[config.mk]
export PLATFORM = sky130hd
export DESIGN_NAME = lfsr_timer_bank
export DESIGN_NICKNAME = d
export VERILOG_FILES = /design/src/source/lfsr_pkg.sv /design/src/source/cmd_pkg.sv /design/src/source/lfsr_cmd_decoder.sv /design/src/source/lfsr_counter.sv /design/src/source/terminal_collector.sv /design/src/source/lfsr_timer_bank.sv
export SDC_FILE = /design/constraint.sdc
export NUM_CORES = 1
export LEC_CHECK = 0
export ABC_AREA = 1
export BUFFER_PORTS_ARGS = -buffer_cell sky130_fd_sc_hd__buf_2
export CAP_MARGIN = 5
export CORE_UTILIZATION = 35
export CTS_BUF_LIST = sky130_fd_sc_hd__clkbuf_4 sky130_fd_sc_hd__clkbuf_8
export DETAILED_ROUTE_END_ITERATION = 10
export GPL_TIMING_DRIVEN = 1
export PLACE_DENSITY = 0.6
export SLEW_MARGIN = 5
export SYNTH_ARGS = -nofsm -noshare
export SYNTH_HDL_FRONTEND = slang
export SYNTH_SLANG_ARGS = --single-unit
[constraint.sdc]
create_clock -name clk -period 1.8 [get_ports clk]
set_input_delay 0 -clock clk [delete_from_list [all_inputs] [get_ports clk]]
set_output_delay 0 -clock clk [all_outputs]
set_load 0.02 [all_outputs]
[src/source/lfsr_pkg.sv]
// LFSR counter definitions
// Width limits, the primitive polynomial tap table and the per-channel
// control word that the command decoder hands to each counter

package lfsr_pkg;

	localparam int MAX_WIDTH = 32; // Tap table range ends here
	localparam int MAX_CH    = 16; // Bound by the 16-bit mask fields

	// ----------------------------------------
	// Per-channel control
	// ----------------------------------------
	typedef struct packed {
		logic load_n; // Active low, takes load_data
		logic cen;    // Active high, register updates
	} ch_ctrl_t;

	// ----------------------------------------
	// Feedback taps
	// ----------------------------------------
	// Bit 0 is always part of the feedback, the other set bits mark
	// the extra tapped stages of the right-shifting register
	function automatic logic [MAX_WIDTH-1:0] lfsr_taps(input int width);
		case (width)
			2:       return 32'h0000_0003;
			3:       return 32'h0000_0003;
			4:       return 32'h0000_0003;
			5:       return 32'h0000_0005;
			6:       return 32'h0000_0003;
			7:       return 32'h0000_0003;
			8:       return 32'h0000_0063;
			9:       return 32'h0000_0011;
			10:      return 32'h0000_0009;
			11:      return 32'h0000_0005;
			12:      return 32'h0000_0099;
			13:      return 32'h0000_001b;
			14:      return 32'h0000_1803;
			15:      return 32'h0000_0003;
			16:      return 32'h0000_002d;
			17:      return 32'h0000_0009;
			18:      return 32'h0000_0081;
			19:      return 32'h0000_0063;
			20:      return 32'h0000_0009;
			21:      return 32'h0000_0005;
			22:      return 32'h0000_0003;
			23:      return 32'h0000_0021;
			24:      return 32'h0000_001b;
			25:      return 32'h0000_0009;
			26:      return 32'h0000_0183;
			27:      return 32'h0000_0183;
			28:      return 32'h0000_0009;
			29:      return 32'h0000_0005;
			30:      return 32'h0001_8003;
			31:      return 32'h0000_0009;
			32:      return 32'h1800_0003;
			default: return '0; // Unsupported width
		endcase
	endfunction

endpackage

[src/source/cmd_pkg.sv]
// Host command definitions
// Opcodes and the 38-bit command word, seen either as a channel load
// or as an enable and clear control word

package cmd_pkg;

	typedef enum logic [1:0] {
		OP_NOP     = 2'd0,
		OP_LOAD    = 2'd1,
		OP_CONTROL = 2'd2
	} cmd_op_e;

	// ----------------------------------------
	// Load view
	// ----------------------------------------
	typedef struct packed {
		cmd_op_e                              op;
		logic [$clog2(lfsr_pkg::MAX_CH)-1:0]  ch;   // Target channel
		logic [lfsr_pkg::MAX_WIDTH-1:0]       seed; // Low WIDTH bits used
	} cmd_load_t;

	// ----------------------------------------
	// Control view
	// ----------------------------------------
	typedef struct packed {
		cmd_op_e                     op;
		logic [lfsr_pkg::MAX_CH-1:0] en_mask;  // New enable set
		logic [lfsr_pkg::MAX_CH-1:0] clr_mask; // Hit flags to drop
		logic [3:0]                  pad;
	} cmd_ctrl_t;

	// Opcode sits at the top in both views
	typedef union packed {
		cmd_load_t load;
		cmd_ctrl_t ctrl;
	} cmd_word_t;

endpackage

[src/source/lfsr_cmd_decoder.sv]
// Command decoder for the LFSR timer bank
// Turns single-strobe host commands into registered per-channel load
// pulses, the enable register and one-cycle hit clear pulses

module lfsr_cmd_decoder #(
	parameter int WIDTH  = 8,
	parameter int NUM_CH = 4
) (
	input  logic                              clk,
	input  logic                              reset,
	input  cmd_pkg::cmd_word_t                cmd,
	input  logic                              cmd_valid,
	output lfsr_pkg::ch_ctrl_t [NUM_CH-1:0]   ch_ctrl,
	output logic [WIDTH-1:0]                  load_data,
	output logic [NUM_CH-1:0]                 clear
);

	cmd_pkg::cmd_op_e   op;
	logic               is_load;
	logic               is_ctrl;
	logic [NUM_CH-1:0]  load_sel;
	logic [NUM_CH-1:0]  load_q;   // One-hot load pulse
	logic [NUM_CH-1:0]  en_q;     // Enable register
	logic [NUM_CH-1:0]  clear_q;
	logic [WIDTH-1:0]   data_q;

	assign op      = cmd.load.op; // Same bits in the control view
	assign is_load = cmd_valid && (op == cmd_pkg::OP_LOAD);
	assign is_ctrl = cmd_valid && (op == cmd_pkg::OP_CONTROL);

	// Channels at or above NUM_CH match nothing, so such loads vanish
	always_comb
	begin
		for (int i = 0; i < NUM_CH; i++)
		begin
			load_sel[i] = (cmd.load.ch == 4'(i));
		end
	end

	// ----------------------------------------
	// Control registers
	// ----------------------------------------
	always_ff @(posedge clk or negedge reset)
	begin
		if (!reset)
		begin
			load_q  <= '0;
			en_q    <= '0;
			clear_q <= '0;
		end
		else
		begin
			load_q  <= is_load ? load_sel : '0;
			clear_q <= is_ctrl ? cmd.ctrl.clr_mask[NUM_CH-1:0] : '0;
			if (is_ctrl)
				en_q <= cmd.ctrl.en_mask[NUM_CH-1:0];
		end
	end

	// Seed is shared by all channels
	always_ff @(posedge clk)
	begin
		if (is_load)
			data_q <= cmd.load.seed[WIDTH-1:0];
	end

	// A load forces cen for its cycle regardless of the enable bit
	always_comb
	begin
		for (int i = 0; i < NUM_CH; i++)
		begin
			ch_ctrl[i].load_n = ~load_q[i];
			ch_ctrl[i].cen    = en_q[i] | load_q[i];
		end
	end

	assign load_data = data_q;
	assign clear     = clear_q;

endmodule

[src/source/lfsr_counter.sv]
// Loadable LFSR counter
// Right-shifting register with XNOR feedback from a primitive
// polynomial, plus a static flag while the count equals COUNT_TO

module lfsr_counter #(
	parameter int WIDTH    = 8,
	parameter int COUNT_TO = 37
) (
	input  logic                clk,
	input  logic                reset,
	input  lfsr_pkg::ch_ctrl_t  ctrl,
	input  logic [WIDTH-1:0]    data,
	output logic [WIDTH-1:0]    count,
	output logic                tercnt
);

	localparam logic [WIDTH-1:0] TAPS = WIDTH'(lfsr_pkg::lfsr_taps(WIDTH));

	logic [WIDTH-1:0] cnt_q;
	logic [WIDTH-1:0] cnt_step;
	logic [WIDTH-1:0] cnt_d;
	logic             fb;

	// Next state
	always_comb
	begin
		fb       = ^(cnt_q & TAPS); // Bit 0 always tapped
		cnt_step = {~fb, cnt_q[WIDTH-1:1]};
		cnt_d    = ctrl.load_n ? cnt_step : data;
	end

	// Loads only land when cen is high too
	always_ff @(posedge clk or negedge reset)
	begin
		if (!reset)
			cnt_q <= '0;
		else if (ctrl.cen)
			cnt_q <= cnt_d;
	end

	assign tercnt = (cnt_q == WIDTH'(COUNT_TO));
	assign count  = cnt_q;

endmodule

[src/source/terminal_collector.sv]
// Terminal count collector
// Sticky per-channel hit flags with clear by mask, a registered
// interrupt level and the number of the lowest pending channel

module terminal_collector #(
	parameter int NUM_CH = 4
) (
	input  logic              clk,
	input  logic              reset,
	input  logic [NUM_CH-1:0] tercnt,
	input  logic [NUM_CH-1:0] clear,
	output logic [NUM_CH-1:0] hit,
	output logic              irq,
	output logic [3:0]        irq_ch
);

	logic [NUM_CH-1:0] hit_q;
	logic              irq_q;

	// ----------------------------------------
	// Sticky flags and interrupt
	// ----------------------------------------
	always_ff @(posedge clk or negedge reset)
	begin
		if (!reset)
		begin
			hit_q <= '0;
			irq_q <= 1'b0;
		end
		else
		begin
			hit_q <= (hit_q & ~clear) | tercnt; // Set beats clear
			irq_q <= |hit_q;
		end
	end

	// Lowest pending channel wins
	always_comb
	begin
		irq_ch = '0;
		for (int i = NUM_CH - 1; i >= 0; i--)
		begin
			if (hit_q[i])
				irq_ch = 4'(i);
		end
	end

	assign hit = hit_q;
	assign irq = irq_q;

endmodule

[src/source/lfsr_timer_bank.sv]
// LFSR timer bank, top level
// Command decoder, an array of NUM_CH LFSR counters and the terminal
// count collector that raises the interrupt

module lfsr_timer_bank #(
	parameter int WIDTH    = 8,
	parameter int NUM_CH   = 4,
	parameter int COUNT_TO = 37
) (
	input  logic                          clk,
	input  logic                          reset,
	input  cmd_pkg::cmd_word_t            cmd,
	input  logic                          cmd_valid,
	output logic [NUM_CH-1:0][WIDTH-1:0]  count,
	output logic [NUM_CH-1:0]             tercnt,
	output logic [NUM_CH-1:0]             hit,
	output logic                          irq,
	output logic [3:0]                    irq_ch
);

	lfsr_pkg::ch_ctrl_t [NUM_CH-1:0] ch_ctrl;
	logic [WIDTH-1:0]                load_data;
	logic [NUM_CH-1:0]               clear;

	lfsr_cmd_decoder #(
		.WIDTH  (WIDTH),
		.NUM_CH (NUM_CH)
	) u_decoder (
		.clk       (clk),
		.reset     (reset),
		.cmd       (cmd),
		.cmd_valid (cmd_valid),
		.ch_ctrl   (ch_ctrl),
		.load_data (load_data),
		.clear     (clear)
	);

	// ----------------------------------------
	// Counter array
	// ----------------------------------------
	for (genvar i = 0; i < NUM_CH; i++)
	begin : g_ch
		lfsr_counter #(
			.WIDTH    (WIDTH),
			.COUNT_TO (COUNT_TO)
		) u_counter (
			.clk    (clk),
			.reset  (reset),
			.ctrl   (ch_ctrl[i]),
			.data   (load_data), // Shared seed bus
			.count  (count[i]),
			.tercnt (tercnt[i])
		);
	end

	terminal_collector #(
		.NUM_CH (NUM_CH)
	) u_collector (
		.clk    (clk),
		.reset  (reset),
		.tercnt (tercnt),
		.clear  (clear),
		.hit    (hit),
		.irq    (irq),
		.irq_ch (irq_ch)
	);

endmodule

==> results.md <==
* Sequential area share after synthesis at 54.1%
* Post-CTS resize count at 0
* H-tree depth at 3
* Crit path time final at 1.41 ns
* Synth area leaders: dfrtp_1 45%, edfxtp_1 8.9%, nand2_1 8.9%
* Slack of the critical path at 0.393 ns
* DP HPWL at 4560 µm
* Max-Slew Margin vs Limit at 58.9%
* Unrepaired setup endpoints after global routing: no
* Post-synth EDFFs at 8
* Synth Instances at 299
* Pre-Repair DR Iteration Count at 4
* Final core occ at 47.1%
* Worst path slowest cell: dlygate4sd3_1
* Clock buffer depth at 2
* Hold Crit Class: in2reg
* First-pass GRT wire length at 10600 µm
* Crit-path cells: dlygate4sd3_1 -> buf_2 -> inv_1 -> nand2_1 -> nor4_1 -> dlygate4sd3_1
* Final Wtd Congestion at 0.799
* Main flop type after synthesis: dfrtp_1
* Ratio of cells with drive above 1 in the final layout at 25.2%
* Worst R2R Setup Slack at 0.56 ns
* Leak at 1.79 nW
* Mapped Area at 2710 µm²
* Post-placement setup slack at 0.586 ns
* Via Count at 2296
* Warnings, synthesis at 0
* Synth cell types at 28
* Max_cap viols at 0
* Critical path arrival at 1.69 ns
* Max Fclk at 0.711 GHz
* # DRC at 0
* Die area at 8100 µm²
* Area grow syn2layout at 28.2%
* Total Routed Length at 6480 µm
* # fillers at 718
* Core Box Area at 7370 µm²
* CP Data Required Time at 2.09 ns
* Die Wd at 90.0 µm
* Number of synthesized register bits at 57
* Post-synthesis async set-or-reset flop share at 86.0%
* Vias in the first global route at 2113
* Post-Route Setup TNS at 0 ns
* Final setup fails at 0
* Port bufs at 63
* Final period utilization at 78.1%
* Worst-skew pair later-pin latency at 0.35 ns
* Post-DRT Antenna Nets at 0
* Post-Route Skew at 0.0108 ns
* Ant diodes at 0
* Final Hold Viols at 0
* P per Cell Area at 1550 nW/µm²
* # rows at 31
* Post-layout net count at 429
* Initial antenna violation count at 0
* Mapped Avg Cell Area at 9.06 µm²
* Slowest stage delay, CP at 0.62 ns
* Global Route Usage Sum at 17.3%
* Routed len/inst at 13.3 µm
* Worst slew pin tran at 0.616 ns
* Top cell by count, worst path: dlygate4sd3_1
* CTS buffer count at 9
* Largest net degree at the start of global routing at 50
* Status: finished clean
* Remaining global-route overflow at 0
* Initial Util at 36.8%
* Cell taking the most area after synthesis: dfrtp_1
* Worst-path clk slew at 0.07 ns
* Root Buffer: clkbuf_8
* Synth top area share at 45.2%
* I/O pin total at 86
* CP Launch Type: input port
* CTS tree: done
* Clock tree sinks at 57
* CP endpoint kind: flip-flop
* Kind of critical path: in2reg
* Vias per cell at 4.70
* Setup bufs post-CTS at 0
* DR iter-0 viols at 184
* Peak VDD IR at 0.510 mV
* Crit path max fanout at 4
* Die height at 90.0 µm
* Max Slew Vio Count at 0
[cell type report]
class                   count  area (µm²)  share of cell area (%)
clock buffers              13         160                    4.61
clock inverters             3        40.0                    1.15
inverters                  51         194                    5.58
multi-input cells         180         957                    27.5
flip-flops and latches     57        1470                    42.2
well taps                  99         124                    3.57
repair buffers             85         533                    15.3
[worst max-delay path, delay by kind of cell]
kind	cells	cell delay, ns
and+or+nand+nor	2	0.38
buffers and inverters	4	1.31
[cells in the final DEF, fill, tap and decap left out]
| master | Yosys | layout |
|---|---|---|
| dlygate4sd3_1 | 0 | 21 |
| ha_1 | 4 | 4 |
| o221ai_1 | 1 | 1 |
| edfxtp_1 | 8 | 8 |
| clkbuf_8 | 0 | 10 |
| nor4_1 | 4 | 4 |
| conb_1 | 1 | 2 |
| nand3_1 | 24 | 24 |
| a22oi_1 | 9 | 9 |
| o21ai_2 | 1 | 1 |
| nand3_2 | 3 | 3 |
| clkinv_2 | 0 | 2 |
| o211ai_2 | 3 | 3 |
| dfrtp_1 | 49 | 49 |
| nor2_1 | 18 | 18 |
| nor3_1 | 1 | 1 |
| nand4_1 | 4 | 4 |
| clkbuf_4 | 0 | 3 |
| nand2_1 | 64 | 64 |
| buf_2 | 2 | 63 |
| nor2_4 | 5 | 5 |
| inv_4 | 1 | 1 |
| inv_2 | 4 | 4 |
| o21ai_1 | 7 | 7 |
| o21ai_0 | 12 | 12 |
| buf_4 | 7 | 1 |
| bufinv_16 | 0 | 1 |
| inv_1 | 46 | 46 |
| a21oi_1 | 5 | 5 |
| nand3b_1 | 5 | 5 |
| nand2_2 | 1 | 1 |
| o22ai_1 | 7 | 7 |
[synth_stat cells (5+ instances only)]
cell / n
a21oi_1: 5
a22oi_1: 9
buf_4: 7
dfrtp_1: 49
edfxtp_1: 8
inv_1: 46
nand2_1: 64
nand3_1: 24
nand3b_1: 5
nor2_1: 18
nor2_4: 5
o21ai_0: 12
o21ai_1: 7
o22ai_1: 7
[per-stage QoR]
stage | cell area [µm²] | cells | hold WS [ns] | total power, mW
6_report | 3470 | 488 | 0.0125 | 5.38
5_1_grt | 3470 | 488 | 0.0942 | 5.77
4_1_cts | 3470 | 488 | 0.0176 | 5.41
3_5_place_dp | 3060 | 451 | 0.145 | 4.15
3_3_place_gp | 3060 | 451 | 0.147 | 4.11
2_1_floorplan | 2710 | 300 | -0.296 | 3.46
[logic make-up (layout without fill, tap and decap cells)]
group,after synthesis,in the layout,synth area share [%]
AO/OA/AOI/OAI,45,45,10.6
adder cells (fa/ha/maj),4,4,1.85
buffers and inverters,63,152,10.7
flip-flops,57,57,54.1
other,1,2,0.138
AND/OR/NAND/NOR,129,129,22.6
[sequential cells by signal, summed over array words and instances, names as in the netlist]
signal	flops
g_ch.u_counter.count	32
u_collector.irq	1
u_decoder.clear	4
u_decoder.load_data	8
u_decoder.load_q	4
u_decoder.en_q	4
u_collector.hit	4
[per-layer routing]
layer  share of wire [%]  global-route usage [%]
met5                   0                       0
met4                 1.8                    8.74
met3                 6.4                    4.06
met2                  44                    25.0
met1                  47                    24.2
[timing repair]
item | 4_1_cts | 5_1_grt
endpoints found under the setup margin | 0 | 0
hold endpoints to repair | 69 | 0
hold buffers | 21 | 0
[power by group]
| part | leakage, nW | internal (mW) | switching (mW) | total (mW) |
|---|---|---|---|---|
| Combinational | 0.978 | 0.758 | 1.26 | 2.02 |
| Sequential | 0.708 | 1.70 | 0.426 | 2.13 |
| Clock | 0.108 | 0.719 | 0.508 | 1.23 |
[worst paths after layout]
| kind | start | end | depth (start not counted) |
|---|---|---|---|
| max in group asynchronous | reset | u_decoder.en_q[0]$_DFFE_PN0N_ | 3 |
| worst min register to register | u_decoder.clear[1]$_DFF_PN0_ | u_collector.hit[1]$_DFF_PN0_ | 1 |
| worst max register to register | u_decoder.load_q[2]$_DFF_PN0_ | g_ch[2].u_counter.count[0]$_DFFE_PN0P_ | 4 |
| min in group asynchronous | reset | g_ch[1].u_counter.count[6]$_DFFE_PN0P_ | 3 |
| worst max-delay path | cmd[35] | u_decoder.load_q[2]$_DFF_PN0_ | 6 |
| worst min-delay path | cmd[37] | u_decoder.load_q[3]$_DFF_PN0_ | 4 |
No activity file was read; power rests on OpenSTA's default activity.
